`config.mk`:
```
export PLATFORM = sky130hd
export DESIGN_NAME = mac_mgmt_top
export DESIGN_NICKNAME = d
export VERILOG_FILES = /design/src/source/mgmt_regs_pkg.sv /design/src/source/mdio_pkg.sv /design/src/source/axil_port.sv /design/src/source/mgmt_regs.sv /design/src/source/mdio_master.sv /design/src/source/mac_mgmt_top.sv
export SDC_FILE = /design/constraint.sdc
export NUM_CORES = 1
export LEC_CHECK = 0
export BUFFER_PORTS_ARGS = -buffer_cell sky130_fd_sc_hd__buf_2
export CAP_MARGIN = 10
export CORE_UTILIZATION = 58
export CTS_CLUSTER_SIZE = 20
export DETAILED_ROUTE_END_ITERATION = 12
export PLACE_DENSITY = 0.86
export SLEW_MARGIN = 20
export SYNTH_ARGS = -nofsm -noshare
export SYNTH_HDL_FRONTEND = slang
export SYNTH_HIERARCHICAL = 1
export SYNTH_SLANG_ARGS = --single-unit
```
`constraint.sdc`:
```
create_clock -name clock -period 2.6 [get_ports clock]
set_clock_uncertainty 0.1 [all_clocks]
set_input_delay 0.26 -clock clock [delete_from_list [all_inputs] [get_ports clock]]
set_output_delay 0.26 -clock clock [all_outputs]
set_load 0.03 [all_outputs]
```
`src/source/mgmt_regs_pkg.sv`:
```
/*
 * Register map of the management block.
 * Only region 0 (address bits 11:10 == 0) is decoded; bits above 11 are ignored.
 */
`default_nettype none

package mgmt_regs_pkg;

    localparam int ADDR_WIDTH       = 16;
    localparam int DATA_WIDTH       = 32;
    localparam int REG_OFFSET_WIDTH = 10;
    localparam int STATUS_WIDTH     = 16;

    // Offsets inside region 0
    localparam logic [REG_OFFSET_WIDTH-1:0] REG_STATUS     = 10'h000;
    localparam logic [REG_OFFSET_WIDTH-1:0] REG_INT_ENABLE = 10'h008;
    localparam logic [REG_OFFSET_WIDTH-1:0] REG_INT_STATUS = 10'h00c;
    localparam logic [REG_OFFSET_WIDTH-1:0] REG_CONTROL    = 10'h020;
    localparam logic [REG_OFFSET_WIDTH-1:0] REG_MDIO_CMD   = 10'h024;
    localparam logic [REG_OFFSET_WIDTH-1:0] REG_MDIO_DATA  = 10'h028;
    localparam logic [REG_OFFSET_WIDTH-1:0] REG_CAPS       = 10'h02c;

    // Status vector sits in the low bits of interrupt status
    localparam int INT_MDIO_IDLE_BIT = 16;
    localparam int INT_PHY_BIT       = 17;

    localparam int CTRL_PHY_RESET_BIT = 2;

    // Bit 8 marks the MDIO master as present
    localparam logic [DATA_WIDTH-1:0] CAPS_VALUE = 32'h0000_0100;

endpackage

`default_nettype wire

```
`src/source/mdio_pkg.sv`:
```
/*
 * MDIO (clause 22) transaction layout.
 * One transaction is a preamble of ones followed by a 32-bit frame, MSB first.
 */
`default_nettype none

package mdio_pkg;

    localparam int MDIO_BITS          = 64;
    localparam int MDIO_PREAMBLE_BITS = 32;

    // Read frames release the line from here on
    localparam int MDIO_TURNAROUND_START = 46;

    // High bit of the opcode field, set for reads
    localparam int MDIO_READ_OP_BIT = 29;

    localparam int MDIO_DATA_WIDTH = 16;

endpackage

`default_nettype wire

```
`src/source/axil_port.sv`:
```
/*
 * AXI4-Lite slave front end. One outstanding read and one outstanding write.
 * AW and W may arrive in any order. Responses are always OKAY.
 */
`timescale 1ns/1ps
`default_nettype none

module axil_port (
    input  logic                                 clock,
    input  logic                                 reset,
    input  logic [mgmt_regs_pkg::ADDR_WIDTH-1:0] s_axi_awaddr_i,
    input  logic                                 s_axi_awvalid_i,
    output logic                                 s_axi_awready_o,
    input  logic [mgmt_regs_pkg::DATA_WIDTH-1:0] s_axi_wdata_i,
    input  logic                                 s_axi_wvalid_i,
    output logic                                 s_axi_wready_o,
    output logic [1:0]                           s_axi_bresp_o,
    output logic                                 s_axi_bvalid_o,
    input  logic                                 s_axi_bready_i,
    input  logic [mgmt_regs_pkg::ADDR_WIDTH-1:0] s_axi_araddr_i,
    input  logic                                 s_axi_arvalid_i,
    output logic                                 s_axi_arready_o,
    output logic [mgmt_regs_pkg::DATA_WIDTH-1:0] s_axi_rdata_o,
    output logic [1:0]                           s_axi_rresp_o,
    output logic                                 s_axi_rvalid_o,
    input  logic                                 s_axi_rready_i,
    output logic                                 reg_wr_o,
    output logic [mgmt_regs_pkg::ADDR_WIDTH-1:0] reg_waddr_o,
    output logic [mgmt_regs_pkg::DATA_WIDTH-1:0] reg_wdata_o,
    output logic                                 reg_rd_o,
    output logic [mgmt_regs_pkg::ADDR_WIDTH-1:0] reg_raddr_o,
    input  logic [mgmt_regs_pkg::DATA_WIDTH-1:0] reg_rdata_i
);
    import mgmt_regs_pkg::*;

    logic                  aw_pend;
    logic                  w_pend;
    logic                  rd_pend;
    logic [ADDR_WIDTH-1:0] waddr;
    logic [DATA_WIDTH-1:0] wdata;
    logic [ADDR_WIDTH-1:0] raddr;

    // Each channel closes until its response has been taken
    assign s_axi_awready_o = !aw_pend && !s_axi_bvalid_o;
    assign s_axi_wready_o  = !w_pend && !s_axi_bvalid_o;
    assign s_axi_arready_o = !rd_pend && !s_axi_rvalid_o;

    assign s_axi_bresp_o = 2'b00;
    assign s_axi_rresp_o = 2'b00;

    assign reg_wr_o    = aw_pend && w_pend && !s_axi_bvalid_o;
    assign reg_waddr_o = waddr;
    assign reg_wdata_o = wdata;
    assign reg_rd_o    = rd_pend && !s_axi_rvalid_o;
    assign reg_raddr_o = raddr;

    always_ff @(posedge clock) begin
        if (s_axi_awready_o && s_axi_awvalid_i) begin
            waddr <= s_axi_awaddr_i;
        end
        if (s_axi_wready_o && s_axi_wvalid_i) begin
            wdata <= s_axi_wdata_i;
        end
        if (s_axi_arready_o && s_axi_arvalid_i) begin
            raddr <= s_axi_araddr_i;
        end
        if (reg_rd_o) begin
            s_axi_rdata_o <= reg_rdata_i;
        end
    end

    // Write channel
    always_ff @(posedge clock) begin
        if (reset) begin
            aw_pend        <= 1'b0;
            w_pend         <= 1'b0;
            s_axi_bvalid_o <= 1'b0;
        end else begin
            if (s_axi_awready_o && s_axi_awvalid_i) begin
                aw_pend <= 1'b1;
            end
            if (s_axi_wready_o && s_axi_wvalid_i) begin
                w_pend <= 1'b1;
            end
            if (s_axi_bvalid_o && s_axi_bready_i) begin
                s_axi_bvalid_o <= 1'b0;
            end else if (reg_wr_o) begin
                s_axi_bvalid_o <= 1'b1;
                aw_pend        <= 1'b0;
                w_pend         <= 1'b0;
            end
        end
    end

    // Read channel
    always_ff @(posedge clock) begin
        if (reset) begin
            rd_pend        <= 1'b0;
            s_axi_rvalid_o <= 1'b0;
        end else begin
            if (s_axi_arready_o && s_axi_arvalid_i) begin
                rd_pend <= 1'b1;
            end
            if (s_axi_rvalid_o && s_axi_rready_i) begin
                s_axi_rvalid_o <= 1'b0;
            end else if (reg_rd_o) begin
                s_axi_rvalid_o <= 1'b1;
                rd_pend        <= 1'b0;
            end
        end
    end

endmodule

`default_nettype wire

```
`src/source/mgmt_regs.sv`:
```
/*
 * Register file, interrupt logic and MDIO start/done handshake.
 * A write to the MDIO command register is dropped while a frame is in flight.
 * phy_int_i may be asynchronous; it passes a three-stage synchronizer.
 */
`timescale 1ns/1ps
`default_nettype none

module mgmt_regs (
    input  logic                                   clock,
    input  logic                                   reset,
    input  logic                                   reg_wr_i,
    input  logic [mgmt_regs_pkg::ADDR_WIDTH-1:0]   reg_waddr_i,
    input  logic [mgmt_regs_pkg::DATA_WIDTH-1:0]   reg_wdata_i,
    input  logic                                   reg_rd_i,
    input  logic [mgmt_regs_pkg::ADDR_WIDTH-1:0]   reg_raddr_i,
    output logic [mgmt_regs_pkg::DATA_WIDTH-1:0]   reg_rdata_o,
    input  logic [mgmt_regs_pkg::STATUS_WIDTH-1:0] status_vector_i,
    output logic                                   interrupt_o,
    output logic                                   phy_reset_o,
    input  logic                                   phy_int_i,
    output logic                                   mdio_start_o,
    output logic [mgmt_regs_pkg::DATA_WIDTH-1:0]   mdio_cmd_o,
    input  logic                                   mdio_done_i,
    input  logic [mgmt_regs_pkg::DATA_WIDTH-1:0]   mdio_rdata_i
);
    import mgmt_regs_pkg::*;

    logic [DATA_WIDTH-1:0]       int_enable;
    logic [DATA_WIDTH-1:0]       int_status;
    logic [DATA_WIDTH-1:0]       control;
    logic [2:0]                  phy_int_sync;
    logic                        mdio_idle;
    logic                        wr_hit;
    logic                        rd_hit;
    logic [REG_OFFSET_WIDTH-1:0] woff;
    logic [REG_OFFSET_WIDTH-1:0] roff;

    // Only region 0 is mapped
    assign wr_hit = reg_wr_i && reg_waddr_i[REG_OFFSET_WIDTH +: 2] == 2'b00;
    assign rd_hit = reg_rd_i && reg_raddr_i[REG_OFFSET_WIDTH +: 2] == 2'b00;
    assign woff   = reg_waddr_i[REG_OFFSET_WIDTH-1:0];
    assign roff   = reg_raddr_i[REG_OFFSET_WIDTH-1:0];

    assign mdio_idle = !(mdio_start_o || mdio_done_i);

    always_comb begin
        int_status = '0;
        int_status[STATUS_WIDTH-1:0] = status_vector_i;
        int_status[INT_MDIO_IDLE_BIT] = mdio_idle;
        int_status[INT_PHY_BIT] = phy_int_sync[2];
    end

    assign interrupt_o = |(int_enable & int_status);
    assign phy_reset_o = !control[CTRL_PHY_RESET_BIT];

    always_ff @(posedge clock) begin
        if (reset) begin
            phy_int_sync <= '0;
        end else begin
            phy_int_sync <= {phy_int_sync[1:0], phy_int_i};
        end
    end

    always_ff @(posedge clock) begin
        if (reset) begin
            int_enable   <= '0;
            control      <= '0;
            mdio_cmd_o   <= '0;
            mdio_start_o <= 1'b0;
        end else begin
            // Master drops done once start is released
            if (mdio_start_o && mdio_done_i) begin
                mdio_start_o <= 1'b0;
            end
            if (wr_hit) begin
                case (woff)
                    REG_INT_ENABLE: int_enable <= reg_wdata_i;
                    REG_CONTROL:    control <= reg_wdata_i;
                    REG_MDIO_CMD: begin
                        if (mdio_idle) begin
                            mdio_cmd_o   <= reg_wdata_i;
                            mdio_start_o <= 1'b1;
                        end
                    end
                    default: ;
                endcase
            end
        end
    end

    always_comb begin
        reg_rdata_o = '0;
        if (rd_hit) begin
            case (roff)
                REG_STATUS:     reg_rdata_o = DATA_WIDTH'(status_vector_i);
                REG_INT_ENABLE: reg_rdata_o = int_enable;
                REG_INT_STATUS: reg_rdata_o = int_status;
                REG_CONTROL:    reg_rdata_o = control;
                REG_MDIO_CMD:   reg_rdata_o = mdio_cmd_o;
                REG_MDIO_DATA:  reg_rdata_o = mdio_rdata_i;
                REG_CAPS:       reg_rdata_o = CAPS_VALUE;
                default:        reg_rdata_o = '0;
            endcase
        end
    end

endmodule

`default_nettype wire

```
`src/source/mdio_master.sv`:
```
/*
 * MDIO management master. MDC runs at clock / (2 * MDC_HALF_PERIOD).
 * cmd_i must stay stable while start_i is high. mdio_i is sampled as MDC rises,
 * so the PHY is expected to drive during the low half.
 */
`timescale 1ns/1ps
`default_nettype none

module mdio_master #(
    parameter int MDC_HALF_PERIOD = 25
) (
    input  logic                                                        clock,
    input  logic                                                        reset,
    input  logic                                                        start_i,
    input  logic [mdio_pkg::MDIO_BITS-mdio_pkg::MDIO_PREAMBLE_BITS-1:0] cmd_i,
    output logic                                                        done_o,
    output logic [mdio_pkg::MDIO_BITS-mdio_pkg::MDIO_PREAMBLE_BITS-1:0] rdata_o,
    output logic                                                        mdc_o,
    output logic                                                        mdio_o,
    output logic                                                        mdio_oe_o,
    input  logic                                                        mdio_i
);
    import mdio_pkg::*;

    localparam int FRAME_BITS = MDIO_BITS - MDIO_PREAMBLE_BITS;
    localparam int BIT_W      = $clog2(MDIO_BITS);
    localparam int IDX_W      = $clog2(FRAME_BITS);
    localparam int DIV_W      = $clog2(MDC_HALF_PERIOD + 1);
    localparam logic [DIV_W-1:0] DIV_LOAD = DIV_W'(MDC_HALF_PERIOD - 1);

    logic [DIV_W-1:0] div_cnt;
    logic [BIT_W-1:0] bit_cnt;
    logic [BIT_W-1:0] frame_off;
    logic [IDX_W-1:0] frame_idx;
    logic             busy;
    logic             in_frame;
    logic             is_read;
    logic             half_end;
    logic             sample;

    assign busy      = start_i && !done_o;
    assign in_frame  = bit_cnt >= BIT_W'(MDIO_PREAMBLE_BITS);
    assign frame_off = bit_cnt - BIT_W'(MDIO_PREAMBLE_BITS);
    // Frame goes out MSB first
    assign frame_idx = IDX_W'(FRAME_BITS - 1) - frame_off[IDX_W-1:0];
    assign is_read   = cmd_i[MDIO_READ_OP_BIT];
    assign half_end  = busy && div_cnt == '0;
    assign sample    = half_end && !mdc_o && in_frame;

    // Preamble and idle line are ones; a read hands the line over at turnaround
    assign mdio_oe_o = busy && !(is_read && bit_cnt >= BIT_W'(MDIO_TURNAROUND_START));
    assign mdio_o    = !busy || !in_frame || cmd_i[frame_idx];

    always_ff @(posedge clock) begin
        if (reset) begin
            mdc_o   <= 1'b0;
            done_o  <= 1'b0;
            bit_cnt <= '0;
            div_cnt <= '0;
        end else if (!start_i) begin
            mdc_o   <= 1'b0;
            done_o  <= 1'b0;
            bit_cnt <= '0;
            div_cnt <= DIV_LOAD;
        end else if (!done_o) begin
            if (div_cnt != '0) begin
                div_cnt <= div_cnt - 1'b1;
            end else begin
                div_cnt <= DIV_LOAD;
                mdc_o   <= !mdc_o;
                // End of the high half closes the bit time
                if (mdc_o) begin
                    if (bit_cnt == BIT_W'(MDIO_BITS - 1)) begin
                        done_o <= 1'b1;
                    end else begin
                        bit_cnt <= bit_cnt + 1'b1;
                    end
                end
            end
        end
    end

    // Whole frame is captured and the PHY data ends up in the low bits
    always_ff @(posedge clock) begin
        if (sample) begin
            rdata_o[frame_idx] <= mdio_i;
        end
    end

endmodule

`default_nettype wire

```
`src/source/mac_mgmt_top.sv`:
```
/*
 * Management side of the Ethernet controller: AXI4-Lite registers,
 * interrupt and MDIO master. The MDIO pin is split into o/oe/i;
 * the tristate buffer lives outside this block.
 */
`timescale 1ns/1ps
`default_nettype none

module mac_mgmt_top #(
    parameter int MDC_HALF_PERIOD = 25
) (
    input  logic                                   clock,
    input  logic                                   reset,
    input  logic [mgmt_regs_pkg::ADDR_WIDTH-1:0]   s_axi_awaddr_i,
    input  logic                                   s_axi_awvalid_i,
    output logic                                   s_axi_awready_o,
    input  logic [mgmt_regs_pkg::DATA_WIDTH-1:0]   s_axi_wdata_i,
    input  logic                                   s_axi_wvalid_i,
    output logic                                   s_axi_wready_o,
    output logic [1:0]                             s_axi_bresp_o,
    output logic                                   s_axi_bvalid_o,
    input  logic                                   s_axi_bready_i,
    input  logic [mgmt_regs_pkg::ADDR_WIDTH-1:0]   s_axi_araddr_i,
    input  logic                                   s_axi_arvalid_i,
    output logic                                   s_axi_arready_o,
    output logic [mgmt_regs_pkg::DATA_WIDTH-1:0]   s_axi_rdata_o,
    output logic [1:0]                             s_axi_rresp_o,
    output logic                                   s_axi_rvalid_o,
    input  logic                                   s_axi_rready_i,
    input  logic [mgmt_regs_pkg::STATUS_WIDTH-1:0] status_vector_i,
    output logic                                   interrupt_o,
    output logic                                   mdc_o,
    output logic                                   mdio_o,
    output logic                                   mdio_oe_o,
    input  logic                                   mdio_i,
    output logic                                   phy_reset_o,
    input  logic                                   phy_int_i
);
    import mgmt_regs_pkg::*;

    logic                  reg_wr;
    logic [ADDR_WIDTH-1:0] reg_waddr;
    logic [DATA_WIDTH-1:0] reg_wdata;
    logic                  reg_rd;
    logic [ADDR_WIDTH-1:0] reg_raddr;
    logic [DATA_WIDTH-1:0] reg_rdata;
    logic                  mdio_start;
    logic                  mdio_done;
    logic [DATA_WIDTH-1:0] mdio_cmd;
    logic [DATA_WIDTH-1:0] mdio_rdata;

    axil_port i_axil_port (
        .clock           (clock),
        .reset           (reset),
        .s_axi_awaddr_i  (s_axi_awaddr_i),
        .s_axi_awvalid_i (s_axi_awvalid_i),
        .s_axi_awready_o (s_axi_awready_o),
        .s_axi_wdata_i   (s_axi_wdata_i),
        .s_axi_wvalid_i  (s_axi_wvalid_i),
        .s_axi_wready_o  (s_axi_wready_o),
        .s_axi_bresp_o   (s_axi_bresp_o),
        .s_axi_bvalid_o  (s_axi_bvalid_o),
        .s_axi_bready_i  (s_axi_bready_i),
        .s_axi_araddr_i  (s_axi_araddr_i),
        .s_axi_arvalid_i (s_axi_arvalid_i),
        .s_axi_arready_o (s_axi_arready_o),
        .s_axi_rdata_o   (s_axi_rdata_o),
        .s_axi_rresp_o   (s_axi_rresp_o),
        .s_axi_rvalid_o  (s_axi_rvalid_o),
        .s_axi_rready_i  (s_axi_rready_i),
        .reg_wr_o        (reg_wr),
        .reg_waddr_o     (reg_waddr),
        .reg_wdata_o     (reg_wdata),
        .reg_rd_o        (reg_rd),
        .reg_raddr_o     (reg_raddr),
        .reg_rdata_i     (reg_rdata)
    );

    mgmt_regs i_mgmt_regs (
        .clock           (clock),
        .reset           (reset),
        .reg_wr_i        (reg_wr),
        .reg_waddr_i     (reg_waddr),
        .reg_wdata_i     (reg_wdata),
        .reg_rd_i        (reg_rd),
        .reg_raddr_i     (reg_raddr),
        .reg_rdata_o     (reg_rdata),
        .status_vector_i (status_vector_i),
        .interrupt_o     (interrupt_o),
        .phy_reset_o     (phy_reset_o),
        .phy_int_i       (phy_int_i),
        .mdio_start_o    (mdio_start),
        .mdio_cmd_o      (mdio_cmd),
        .mdio_done_i     (mdio_done),
        .mdio_rdata_i    (mdio_rdata)
    );

    mdio_master #(
        .MDC_HALF_PERIOD (MDC_HALF_PERIOD)
    ) i_mdio_master (
        .clock     (clock),
        .reset     (reset),
        .start_i   (mdio_start),
        .cmd_i     (mdio_cmd),
        .done_o    (mdio_done),
        .rdata_o   (mdio_rdata),
        .mdc_o     (mdc_o),
        .mdio_o    (mdio_o),
        .mdio_oe_o (mdio_oe_o),
        .mdio_i    (mdio_i)
    );

endmodule

`default_nettype wire

```
==> summary.txt <==
OUTCOME
----------------------------------------------------------------------------------------
Outcome ................................................................... finished clean

PLACEMENT
----------------------------------------------------------------------------------------
Post-placement worst setup slack ..........................................     0.296 ns
Placed standard-cell area .................................................  11,000 um^2
Final RePlAce weighted congestion .........................................        0.843
Port bufs .................................................................          122
Total instance count after detailed placement .............................        1,170
Total half-perimeter wirelength after legalization and detailed placement .    15,800 um

FINAL LAYOUT
----------------------------------------------------------------------------------------
Most frequent standard cell in the layout excluding fill and tap cells .... sky130_fd_sc_hd__nor2_1
Finished Layout Cells .....................................................        1,279
Multi-input gate area in the final layout .................................    3920 um^2
Final instance area .......................................................  12,500 um^2
Net total in the final layout .............................................        1,136
Leading cell types in the layout, fill and taps excluded .................. sky130_fd_sc_hd__nor2_1, sky130_fd_sc_hd__mux2i_1, sky130_fd_sc_hd__edfxtp_1, sky130_fd_sc_hd__buf_2, sky130_fd_sc_hd__dfxtp_1
Final-layout fill cell count ..............................................        1,067
Seq. cell area ............................................................    5970 um^2
Proportion of layout cells with a drive suffix above 1 ....................        20.2%
Layout overhead on the synthesized area ...................................        23.1%
Antenna diode count .......................................................            0

TIMING
----------------------------------------------------------------------------------------
Endpoints failing setup ...................................................            0
Least-Margin Pin Slew .....................................................     0.766 ns
Number of slew-limit violations in the final report .......................            0
Remaining max-slew budget at the tightest pin .............................        48.9%
Achievable frequency ......................................................      395 MHz
Tmin final ................................................................      2.53 ns
Post-route setup slack ....................................................    0.0707 ns
Part of the cycle the worst path needs ....................................        97.3%
Final sum of negative setup slack .........................................         0 ns
Setup repair after global routing missed its margin .......................        false
Final-report hold violation count .........................................            0

DETAILED ROUTING
----------------------------------------------------------------------------------------
Total Wirelength ..........................................................    25,400 um
Antenna viol nets, final ..................................................            0
Vias post-DR ..............................................................        7,648
Vias per std cell .........................................................         5.98
Routed wire per std cell ..................................................      19.9 um
DRC errors left ...........................................................            0
Pre-antenna DRT Iters .....................................................            5
Initial DRC count .........................................................          786

WORST SETUP PATH
----------------------------------------------------------------------------------------
Worst Path Class, Setup ...................................................      reg2out
Delay of the slowest cell on the worst path ...............................      0.50 ns
Slowest cell on the critical path ......................................... sky130_fd_sc_hd__mux4_2
Highest fanout seen on the critical path ..................................            6
Family with the most delay on the worst path .............................. multiplexers
Launching element type of the critical path ...............................     register
Combined buffer and inverter count along the critical path ................            2
Crit. End Element .........................................................   output pin
Series of cell instances along the critical path .......................... buf_6 > mux4_2 > mux2_2 > nand2_1 > nand4_1 > buf_6
Data arrival, critical path ...............................................      2.17 ns
Most common cell type on the critical path ................................ sky130_fd_sc_hd__buf_6
CP Data Required Time .....................................................      2.24 ns

FLOORPLANNING
----------------------------------------------------------------------------------------
Die X .....................................................................       134 um
Starting utilization of the core area .....................................        60.2%
Std cell rows .............................................................           47
Die Outline Area ..........................................................  18,000 um^2
Vertical die dimension ....................................................       134 um
Floorplan Core Area .......................................................  16,800 um^2
Boundary Pins .............................................................          135

CLOCK TREE
----------------------------------------------------------------------------------------
Clock buffer count from CTS ...............................................           25
Number of sinks driven by the clock tree ..................................          238
TritonCTS clock tree ......................................................         done
CTS clock-pin slew for the worst setup and hold paths .....................      0.06 ns
H-tree level count ........................................................            1
Clock insertion delay at the later pin of the skew report .................      0.51 ns
Root buffer cell .......................................................... sky130_fd_sc_hd__clkbuf_16
Buffer depth of the longest clock path ....................................            3

POWER AND IR DROP
----------------------------------------------------------------------------------------
Share of power burned in combinational logic ..............................         6.5%
Int Pwr ...................................................................    0.00631 W
Power dissipated by switching net loads ...................................    0.00178 W
Leak ......................................................................      4.95 nW
Share of power burned in registers ........................................        51.3%
Switching portion of total power ..........................................        22.0%
Max rail drop VDD .........................................................   0.000565 V
PwrDens ...................................................................  649 nW/um^2
Clock power frac ..........................................................        42.1%

SYNTH
----------------------------------------------------------------------------------------
Number of warning messages in the yosys log ...............................            6
Mapped Area ...............................................................  10,100 um^2
Avg Synthesized Cell Area .................................................    11.8 um^2
Instance count of the mapped netlist ......................................          856

GLOBAL ROUTE
----------------------------------------------------------------------------------------
Remaining Overflow, GRT ...................................................            0
Via count of the first global-routing pass ................................        7,291
Global-route wire length before repair ....................................    39,200 um
Initial antenna violation count ...........................................            0
Pin count of the biggest net entering global routing ......................           71
GRT Overall Usage .........................................................        28.0%

WORST HOLD PATH
----------------------------------------------------------------------------------------
HP Class ..................................................................       in2reg

JOB
----------------------------------------------------------------------------------------
Number of max-capacitance violations reported .............................            0

-- metrics by stage --
step | util, % | hold slack, ns | power [W]
detailed placement | 65.4 | 0.333 | 0.00467
finish | 74.1 | 0.0279 | 0.00809
global placement | 65.4 | 0.322 | 0.00465
CTS | 74.0 | 0.0462 | 0.00808
global route | 74.1 | 0.0445 | 0.00831
floorplan | - | 0.222 | 0.00448
-- path summary, 6_finish.rpt --
check | from | to | slack (ns) | cells after the start
min | s_axi_awvalid_i | i_axil_port/aw_pend$_SDFF_PP0_ | 0.03 | 3
max reg2reg | i_axil_port/s_axi_bvalid_o$_SDFFE_PP0P_ | i_mgmt_regs/mdio_cmd_o[13]$_SDFFE_PP0P_ | 0.26 | 7
min reg2reg | i_mgmt_regs/phy_int_sync[0]$_SDFF_PP0_ | i_mgmt_regs/phy_int_sync[1]$_SDFF_PP0_ | 0.35 | 1
max | i_mdio_master/bit_cnt[1]$_SDFFE_PP0P_ | mdio_o | 0.07 | 6
-- worst min-delay path: stages --
cell,delay (ns)
sky130_fd_sc_hd__buf_2,0.08
sky130_fd_sc_hd__nor2b_1,0.12
sky130_fd_sc_hd__a32o_1,0.13
-- routing by layer --
| layer | global-route usage, % | up-vias | routed length, um |
|---|---|---|---|
| met3 | 4.95 | 35 | 2490 |
| met1 | 39.1 | 3650 | 10500 |
| li1 | - | 3504 | - |
| met5 | 0 | - | 0 |
| met4 | 5.56 | 0 | 312 |
| met2 | 46.3 | 459 | 12100 |
-- state kept, by name, indices dropped and copies added, names as in the netlist, 3 cells and up --
name and count:
i_mgmt_regs/control 32, i_mgmt_regs/mdio_cmd_o 32, i_axil_port/reg_waddr_o 12, i_axil_port/reg_wdata_o 32, i_mdio_master/bit_cnt 6, i_axil_port/reg_raddr_o 12, i_mgmt_regs/int_enable 32, i_mgmt_regs/phy_int_sync 3
i_mdio_master/div_cnt 5, i_mdio_master/rdata_o 32, i_axil_port/s_axi_rdata_o 32
-- cell type report --
class | count | share of cell area [%]
clock buffers | 40 | 5.88
clock inverters | 4 | 0.412
inverters | 11 | 0.331
multi-input cells | 555 | 31.4
flip-flops and latches | 238 | 47.9
well taps | 220 | 2.21
repair buffers | 211 | 11.8
-- power by group through the flow --
| stage | sequential (W) | combinational, W | clock [W] |
|---|---|---|---|
| final | 0.00415 | 0.000529 | 0.00341 |
| after global routing | 0.00416 | 0.000558 | 0.00359 |
| after CTS | 0.00415 | 0.000514 | 0.00342 |
| after detailed placement | 0.00422 | 0.000443 | 0 |
| after global placement | 0.00422 | 0.000433 | 0 |
| after floorplan | 0.00424 | 0.000233 | 0 |
-- timing repair --
item | CTS | global route
hold buffers | 60 | 0
endpoints found under the hold margin | 60 | 0
setup endpoints to repair | 1 | 2
setup buffers | 5 | 0
gates resized for setup | 8 | 4
pin swaps | 1 | 1
Note: power is estimated with default switching activity, not from simulation.
